File: config.mk
export PLATFORM = sky130hd
export DESIGN_NAME = lb_marble_top
export DESIGN_NICKNAME = d
export VERILOG_FILES = /design/src/rtl/lb_pkg.sv /design/src/rtl/lb_marble_slave.sv /design/src/rtl/lb_marble_top.sv /design/src/rtl/lb_mirror_ram.sv /design/src/rtl/led_pwm.sv /design/src/rtl/rx_multi_counter.sv
export SDC_FILE = /design/constraint.sdc
export NUM_CORES = 2
export LEC_CHECK = 0
export ABC_AREA = 1
export BUFFER_PORTS_ARGS = -buffer_cell sky130_fd_sc_hd__clkbuf_2
export CAP_MARGIN = 20
export CORE_MARGIN = 1.5
export CORE_UTILIZATION = 25
export DETAILED_ROUTE_END_ITERATION = 10
export GPL_TIMING_DRIVEN = 0
export SETUP_SLACK_MARGIN = 0.1
export SYNTH_ARGS = -nofsm -noshare
export SYNTH_HDL_FRONTEND = slang
export SYNTH_SLANG_ARGS = --single-unit
File: constraint.sdc
create_clock -name clk -period 3.9 [get_ports clk]
set_input_delay 0.585 -clock clk [delete_from_list [all_inputs] [get_ports clk]]
set_output_delay 0.585 -clock clk [all_outputs]
set_load 0.02 [all_outputs]
File: src/rtl/lb_pkg.sv
`default_nettype none

package lb_pkg;

	// ----------------------------------------------------------------------
	// Widths that carry a meaning
	// ----------------------------------------------------------------------
	localparam int LED_CW = 10;
	localparam int MIRROR_AW = 5;

	typedef logic [23:0] lb_addr_t;
	typedef logic [31:0] lb_data_t;
	typedef logic [3:0] rx_cat_t;
	typedef logic [15:0] cnt_t;
	typedef logic [7:0] duty_t;
	typedef logic [LED_CW-1:0] led_cnt_t;
	typedef logic [7:0] misc_cfg_t;

	// One local-bus request, as seen in a single cycle
	typedef struct packed {
		logic strobe;
		logic rd;
		lb_addr_t addr;
		lb_data_t wdata;
	} lb_req_t;

	// One receive event from the packet classifier
	typedef struct packed {
		logic valid;
		rx_cat_t cat;
	} rx_event_t;

	// ----------------------------------------------------------------------
	// Address map
	// ----------------------------------------------------------------------
	localparam lb_data_t ID_WORD_0 = "Hell";
	localparam lb_data_t ID_WORD_1 = "o wo";
	localparam lb_data_t ID_WORD_2 = "rld!";
	localparam lb_data_t ID_WORD_3 = "(::)";
	localparam lb_data_t LB_UNMAPPED = 32'hdeadbeef;

	// Page codes, compared against addr[23:4], addr[23:12] and addr[23:16]
	localparam logic [19:0] PAGE_STATUS = 20'h00000;
	localparam logic [11:0] PAGE_RXCNT = 12'h041;
	localparam logic [7:0] PAGE_WRITE = 8'h05;

	// Direct-write register offsets inside the write page
	localparam logic [4:0] WR_LED_USER = 5'd1;
	localparam logic [4:0] WR_LED1_DF = 5'd2;
	localparam logic [4:0] WR_LED2_DF = 5'd3;
	localparam logic [4:0] WR_HBANK = 5'd5;
	localparam logic [4:0] WR_MISC = 5'd8;

endpackage

`default_nettype wire

File: src/rtl/lb_marble_slave.sv
`timescale 1ns/10ps
`default_nettype none

module lb_marble_slave (
	input  logic                clk,
	input  logic                arst_n,
	input  lb_pkg::lb_req_t     lb_req,
	output lb_pkg::lb_data_t    data_in,
	input  lb_pkg::cnt_t        rx_count,
	input  logic                led_tick,
	input  logic                xdomain_fault,
	input  logic                tx_mac_done,
	input  logic [1:0]          rx_mac_buf_status,
	output lb_pkg::duty_t       duty1,
	output lb_pkg::duty_t       duty2,
	output logic                led_user_mode,
	output logic                rx_mac_hbank,
	output logic                cfg_d02,
	output logic                mmc_int,
	output logic                allow_mmc_eth_config,
	output logic                zest_pwr_en,
	output logic [3:0]          ext_config
);

	import lb_pkg::*;

	logic do_rd;
	logic local_write;

	assign do_rd = lb_req.strobe & lb_req.rd;
	// Same page decode as the mirror readback
	assign local_write = lb_req.strobe & ~lb_req.rd & (lb_req.addr[23:16] == PAGE_WRITE);

	// ----------------------------------------------------------------------
	// Direct-write control registers
	// ----------------------------------------------------------------------
	misc_cfg_t misc_cfg;

	always_ff @(posedge clk or negedge arst_n) begin
		if (!arst_n) begin
			led_user_mode <= 1'b0;
			duty1 <= '0;
			duty2 <= '0;
			rx_mac_hbank <= 1'b1;
			misc_cfg <= '0;
		end else if (local_write) begin
			case (lb_req.addr[4:0])
				WR_LED_USER: led_user_mode <= lb_req.wdata[0];
				WR_LED1_DF: duty1 <= lb_req.wdata[7:0];
				WR_LED2_DF: duty2 <= lb_req.wdata[7:0];
				WR_HBANK: rx_mac_hbank <= lb_req.wdata[0];
				WR_MISC: misc_cfg <= lb_req.wdata[7:0];
				default: ;
			endcase
		end
	end

	// Misc byte fans out to board pins
	assign cfg_d02 = misc_cfg[0];
	assign mmc_int = misc_cfg[1];
	assign allow_mmc_eth_config = misc_cfg[2];
	assign zest_pwr_en = misc_cfg[3];
	assign ext_config = misc_cfg[7:4];

	// ----------------------------------------------------------------------
	// Status counters and snapshots
	// ----------------------------------------------------------------------
	cnt_t fault_cnt;
	lb_data_t uptime;
	logic tx_mac_done_r;
	logic [1:0] rx_mac_buf_status_r;

	// Expect a burst of faults while the clock trees come up
	always_ff @(posedge clk or negedge arst_n) begin
		if (!arst_n) begin
			fault_cnt <= '0;
		end else if (xdomain_fault) begin
			fault_cnt <= fault_cnt + 1'b1;
		end
	end

	// Uptime in LED periods
	always_ff @(posedge clk or negedge arst_n) begin
		if (!arst_n) begin
			uptime <= '0;
		end else if (led_tick) begin
			uptime <= uptime + 1'b1;
		end
	end

	// Pin MAC status into this clock domain before it is read
	always_ff @(posedge clk or negedge arst_n) begin
		if (!arst_n) begin
			tx_mac_done_r <= 1'b0;
			rx_mac_buf_status_r <= '0;
		end else begin
			tx_mac_done_r <= tx_mac_done;
			rx_mac_buf_status_r <= rx_mac_buf_status;
		end
	end

	// ----------------------------------------------------------------------
	// Mirror memory
	// ----------------------------------------------------------------------
	lb_data_t mirror_out;

	lb_mirror_ram u_lb_mirror_ram (
		.clk     (clk),
		.wr_en   (local_write),
		.wr_addr (lb_req.addr[MIRROR_AW-1:0]),
		.wr_data (lb_req.wdata),
		.rd_addr (lb_req.addr[MIRROR_AW-1:0]),
		.rd_data (mirror_out)
	);

	// ----------------------------------------------------------------------
	// Two-stage read pipeline
	// ----------------------------------------------------------------------
	logic do_rd_r;
	lb_addr_t addr_r;
	lb_data_t status_word;

	always_ff @(posedge clk or negedge arst_n) begin
		if (!arst_n) begin
			do_rd_r <= 1'b0;
		end else begin
			do_rd_r <= do_rd;
		end
	end

	// Stage one, status page word and the address
	always_ff @(posedge clk) begin
		addr_r <= lb_req.addr;
		if (do_rd) begin
			case (lb_req.addr[3:0])
				4'h0: status_word <= ID_WORD_0;
				4'h1: status_word <= ID_WORD_1;
				4'h2: status_word <= ID_WORD_2;
				4'h3: status_word <= ID_WORD_3;
				4'h4: status_word <= {16'h0000, fault_cnt};
				4'h5: status_word <= uptime;
				4'h6: status_word <= {30'd0, rx_mac_buf_status_r};
				4'h7: status_word <= {31'd0, tx_mac_done_r};
				default: status_word <= '0;
			endcase
		end
	end

	// Stage two, counter and mirror ports are ready by now
	always_ff @(posedge clk or negedge arst_n) begin
		if (!arst_n) begin
			data_in <= '0;
		end else if (do_rd_r) begin
			if (addr_r[23:4] == PAGE_STATUS) begin
				data_in <= status_word;
			end else if (addr_r[23:12] == PAGE_RXCNT) begin
				data_in <= {16'h0000, rx_count};
			end else if (addr_r[23:16] == PAGE_WRITE) begin
				data_in <= mirror_out;
			end else begin
				data_in <= LB_UNMAPPED;
			end
		end
	end

	// ----------------------------------------------------------------------
	// Checks
	// ----------------------------------------------------------------------
	a_strobe_known: assert property (
		@(posedge clk) disable iff (!arst_n)
		!$isunknown(lb_req.strobe)
	) else $error("lb_req.strobe unknown");

	// Reply word only moves one edge after a stage-two read
	a_data_in_hold: assert property (
		@(posedge clk) disable iff (!arst_n)
		!$stable(data_in) |-> $past(do_rd_r)
	) else $error("data_in changed without a read in stage two");

endmodule

`default_nettype wire

File: src/rtl/lb_marble_top.sv
`timescale 1ns/10ps
`default_nettype none

module lb_marble_top (
	input  logic                clk,
	input  logic                arst_n,
	input  lb_pkg::lb_req_t     lb_req,
	output lb_pkg::lb_data_t    data_in,
	input  lb_pkg::rx_event_t   rx_event,
	input  logic                xdomain_fault,
	input  logic                tx_mac_done,
	input  logic [1:0]          rx_mac_buf_status,
	output logic                led1,
	output logic                led2,
	output logic                led_user_mode,
	output logic                rx_mac_hbank,
	output logic                cfg_d02,
	output logic                mmc_int,
	output logic                allow_mmc_eth_config,
	output logic                zest_pwr_en,
	output logic [3:0]          ext_config
);

	import lb_pkg::*;

	cnt_t rx_count;
	duty_t duty1;
	duty_t duty2;
	logic led_tick;

	lb_marble_slave u_lb_marble_slave (
		.clk                  (clk),
		.arst_n               (arst_n),
		.lb_req               (lb_req),
		.data_in              (data_in),
		.rx_count             (rx_count),
		.led_tick             (led_tick),
		.xdomain_fault        (xdomain_fault),
		.tx_mac_done          (tx_mac_done),
		.rx_mac_buf_status    (rx_mac_buf_status),
		.duty1                (duty1),
		.duty2                (duty2),
		.led_user_mode        (led_user_mode),
		.rx_mac_hbank         (rx_mac_hbank),
		.cfg_d02              (cfg_d02),
		.mmc_int              (mmc_int),
		.allow_mmc_eth_config (allow_mmc_eth_config),
		.zest_pwr_en          (zest_pwr_en),
		.ext_config           (ext_config)
	);

	// Counter page index comes straight off the bus address
	rx_multi_counter u_rx_multi_counter (
		.clk       (clk),
		.arst_n    (arst_n),
		.rx_event  (rx_event),
		.read_addr (lb_req.addr[3:0]),
		.read_data (rx_count)
	);

	led_pwm u_led_pwm (
		.clk      (clk),
		.arst_n   (arst_n),
		.duty1    (duty1),
		.duty2    (duty2),
		.led1     (led1),
		.led2     (led2),
		.led_tick (led_tick)
	);

endmodule

`default_nettype wire

File: src/rtl/lb_mirror_ram.sv
`timescale 1ns/10ps
`default_nettype none

module lb_mirror_ram (
	input  logic                            clk,
	input  logic                            wr_en,
	input  logic [lb_pkg::MIRROR_AW-1:0]    wr_addr,
	input  lb_pkg::lb_data_t                wr_data,
	input  logic [lb_pkg::MIRROR_AW-1:0]    rd_addr,
	output lb_pkg::lb_data_t                rd_data
);

	import lb_pkg::*;

	// Plain storage, nothing to clear
	lb_data_t mem [2**MIRROR_AW];

	// Write port
	always_ff @(posedge clk) begin
		if (wr_en) begin
			mem[wr_addr] <= wr_data;
		end
	end

	// Read port, one cycle of latency
	// old data on a same-address collision
	always_ff @(posedge clk) begin
		rd_data <= mem[rd_addr];
	end

endmodule

`default_nettype wire

File: src/rtl/led_pwm.sv
`timescale 1ns/10ps
`default_nettype none

module led_pwm (
	input  logic            clk,
	input  logic            arst_n,
	input  lb_pkg::duty_t   duty1,
	input  lb_pkg::duty_t   duty2,
	output logic            led1,
	output logic            led2,
	output logic            led_tick
);

	import lb_pkg::*;

	led_cnt_t led_cc;

	// Free-running period counter, carry out is the tick
	always_ff @(posedge clk or negedge arst_n) begin
		if (!arst_n) begin
			led_cc <= '0;
			led_tick <= 1'b0;
		end else begin
			{led_tick, led_cc} <= {1'b0, led_cc} + 1'b1;
		end
	end

	// Duty factor scaled by 4 spans the full period
	always_ff @(posedge clk or negedge arst_n) begin
		if (!arst_n) begin
			led1 <= 1'b0;
			led2 <= 1'b0;
		end else begin
			led1 <= led_cc < {duty1, 2'b00};
			led2 <= led_cc < {duty2, 2'b00};
		end
	end

endmodule

`default_nettype wire

File: src/rtl/rx_multi_counter.sv
`timescale 1ns/10ps
`default_nettype none

module rx_multi_counter (
	input  logic                clk,
	input  logic                arst_n,
	input  lb_pkg::rx_event_t   rx_event,
	input  lb_pkg::rx_cat_t     read_addr,
	output lb_pkg::cnt_t        read_data
);

	import lb_pkg::*;

	// One wrapping counter per receive category
	cnt_t counters [2**$bits(rx_cat_t)];

	always_ff @(posedge clk or negedge arst_n) begin
		if (!arst_n) begin
			for (int i = 0; i < 2**$bits(rx_cat_t); i++) begin
				counters[i] <= '0;
			end
		end else if (rx_event.valid) begin
			counters[rx_event.cat] <= counters[rx_event.cat] + 1'b1;
		end
	end

	// Registered read port on the bus address
	always_ff @(posedge clk) begin
		read_data <= counters[read_addr];
	end

	// ----------------------------------------------------------------------
	// Checks
	// ----------------------------------------------------------------------

	// An unknown category would silently bump no counter, or the wrong one
	a_cat_known: assert property (
		@(posedge clk) disable iff (!arst_n)
		rx_event.valid |-> !$isunknown(rx_event.cat)
	) else $error("rx_event.cat unknown while valid");

endmodule

`default_nettype wire

==> run metrics <==
Fin Setup TNS=-2.43 ns; Total Power=35.8 mW; synth top area cells=edfxtp_1 (52%), dfrtp_1 (15%), nand2_1 (11%); Die ar.=248000 um2; Root Buffer=clkbuf_16; Slew Limit Headroom=12.2%; total number of vias=48000; row count=181; Yosys cell types=55; post-DR wirelength/cell=28.1 um; clock buffer depth=3; CP Launch Type=input port; Post-Syn Area=61300 um2; total track usage=20.1%; hold slack=0.0635 ns; syn avg cell area=11.4 um2; Seq/Total Area, Yosys=69.5%; vias in the first global route=44900; Synth Flop Type=edfxtp_1; Layout Area Growth over Synthesis=20.2%; CTS buffer count=154; fin cells=9153; RePlAce Congestion=0.973; Final Hold Fails=0; outcome=complete, but fails checks; skew final=0.0698 ns; flops & latches, synth=1503; dpl hpwl=179 mm; leading area contributor after synthesis=edfxtp_1; Max Clk Rate=247 MHz; Crit Path Class=in2reg; Hold/Removal Path Class=in2reg; layout cells sized above 1=10.9%; CTS tree=yes; drt first-iter violations=7833; Inst Count DP=8790; Post-synth EDFFs=1056; clk_lat worst skew=0.84 ns; Worst Path Max Fanout=10; Final Cycle Share=104%; Lkg Pwr=27.0 nW; Post-synth ARST share=25.2%; most common library cell in the layout ignoring fill and taps=nand2_1; core area=243000 um2; DR vias/cell=5.24; Clk pin slew, worst setup/hold paths=0.06 ns; worst path required time=4.46 ns; final core occ=30.2%; Slew @ Worst Pin=1.32 ns; violated checks=negative setup slack; Clock Sinks=1503; synthesized instance count=5395; Residual DRC=0; Initial DRT Pass Iterations=8; Tmin final=4.05 ns; count of pins over their slew limit=0; worst-path cell chain=buf_2 -> nor2_1 -> clkbuf_2 -> buf_2 -> buf_1 -> buf_8 -> a22oi_1 -> a31oi_2 -> nor3_1 -> a31oi_1; Detail Route Antenna Nets=0; Most Frequent Cell on Critical Path=buf_2; post-route cell area=73600 um2; Yosys top cell area share=51.8%; slowest CP cell=a31oi_1; reg-to-reg startpoint=u_rx_multi_counter.counters[208]$_DFFE_PN0P_; CP endpoint kind=register; Setup WS pre-CTS=-1.40 ns; largest net degree at the start of global routing=106; # Max-Cap Violations=0; buffers added on ports=107; Max VDD drop=0.459 mV; Chip Width=498 um; Arr. time, crit path=4.62 ns; Placed Instance Area=67700 um2; highest-count cells in the layout ignoring fill and taps=nand2_1 (1749), edfxtp_1 (1056), dfrtp_1 (378), a22oi_1 (319), clkbuf_1 (225); PD cells=487 nW/um2; syn_nets=5482; CTS HTree Levels=4; grt total ovfl=0; NumNets Final=5888; crit-path max cell delay=0.85 ns; Setup-failing EPs final=20; first-pass GRT wire length=354 mm; Die Y-Extent=498 um; CP startpoint=lb_req[33]; RSZ-0062 raised after global routing=true; synth warn=0; hold path startpoint=xdomain_fault; IO Pins=113; worst setup margin=-0.154 ns; initial core utilization=25.2%; initial antenna violation count=35; final wirelength=258 mm
-- area by class of cell --
type                            count  area [um2]
Clock buffer                      215        4250
Buffer                            306        1360
Timing Repair Buffer              251        2900
Tap cell                         3202        4010
Multi-Input combinational cell   3350       16700
Clock inverter                     71         877
Antenna cell                       20        50.0
Fill cell                       24400      170000
Sequential cell                  1503       42600
Inverter                          235         885
-- Yosys cell counts, types with 5 or more instances --
library cell  count
a211o_1           5
a211oi_1         15
a21oi_1         132
a221oi_1         15
a22oi_1         319
a311o_1           6
a31oi_1          52
a41oi_1          34
buf_1            39
buf_2            54
buf_4            23
clkbuf_1        186
dfrtp_1         378
dfxtp_1          68
edfxtp_1       1056
ha_1             18
inv_1           217
inv_2            15
mux2_2            5
nand2_1        1749
nand2_2          14
nand3_1         188
nand4_1         119
nor2_1          127
nor2_2           23
nor3_1           53
nor4_1           10
o211ai_1         20
o21ai_0         209
o21ai_1          72
o221ai_1         11
o22ai_1          63
or3b_2            5
xor2_1           51
-- power breakdown --
group          switching (mW)  total (mW)  internal, mW
clock network            6.73        15.1          8.40
registers               0.294        17.8          17.5
logic                    2.23        2.94         0.707
total                    9.25        35.8          26.6
-- path summary, 6_finish.rpt --
path | cells past startpoint | end | slack (ns)
min reg2reg | 1 | u_led_pwm.led_cc[0]$_DFF_PN0_ | 0.46
min | 2 | u_lb_marble_slave.fault_cnt[0]$_DFFE_PN0P_ | 0.06
max reg2reg | 16 | u_rx_multi_counter.counters[152]$_DFFE_PN0P_ | 0.66
max in group asynchronous | 5 | u_led_pwm.led_cc[4]$_DFF_PN0_ | 1.90
min in group asynchronous | 2 | u_rx_multi_counter.counters[196]$_DFFE_PN0P_ | 0.25
max | 10 | u_lb_marble_slave.u_lb_mirror_ram.rd_data[1]$_DFF_P_ | -0.15
-- logic make-up after synthesis --
kind of cell    after synthesis  share of synthesized area (%)
compound gates              969                           10.1
simple gates               2300                           15.4
mux                           5                         0.0919
buf+inv                     542                           3.63
fa+ha+maj                    18                          0.368
xor+xnor                     58                          0.866
flops                      1503                           69.5
-- worst max-delay path, delay by kind of cell --
family,cells,cell delay (ns)
compound gates,3,1.49
buf+inv,5,2.04
simple gates,2,0.45
-- state kept, by name (all words and copies together) (netlist names), 10 cells and up --
name / count
u_rx_multi_counter.counters: 256
u_lb_marble_slave.u_lb_mirror_ram.rd_data: 32
u_lb_marble_slave.addr_r: 20
u_led_pwm.led_cc: 10
u_lb_marble_slave.data_in: 32
u_lb_marble_slave.status_word: 32
u_lb_marble_slave.fault_cnt: 16
u_lb_marble_slave.u_lb_mirror_ram.mem: 1024
u_lb_marble_slave.uptime: 32
u_rx_multi_counter.read_data: 16
-- metal layers --
metal / part of all wire (%) / GRT usage (%) / routed length, um / vias to the layer above
met5: 0.12 / 0.598 / 310 / -
met4: 6.7 / 11.6 / 17200 / 20
met3: 13 / 6.92 / 32900 / 803
met2: 43 / 29.9 / 110000 / 3488
met1: 38 / 25.3 / 97100 / 23700
li1: - / - / - / 19900
-- what timing repair did --
item                       CTS  global route
pin swaps                   15             1
buffers inserted            18             6
resized for setup            8            13
hold endpoints to repair    48             0
setup endpoints to repair  512            79
hold buffers                23             0
(Power assumes the default switching activity.)
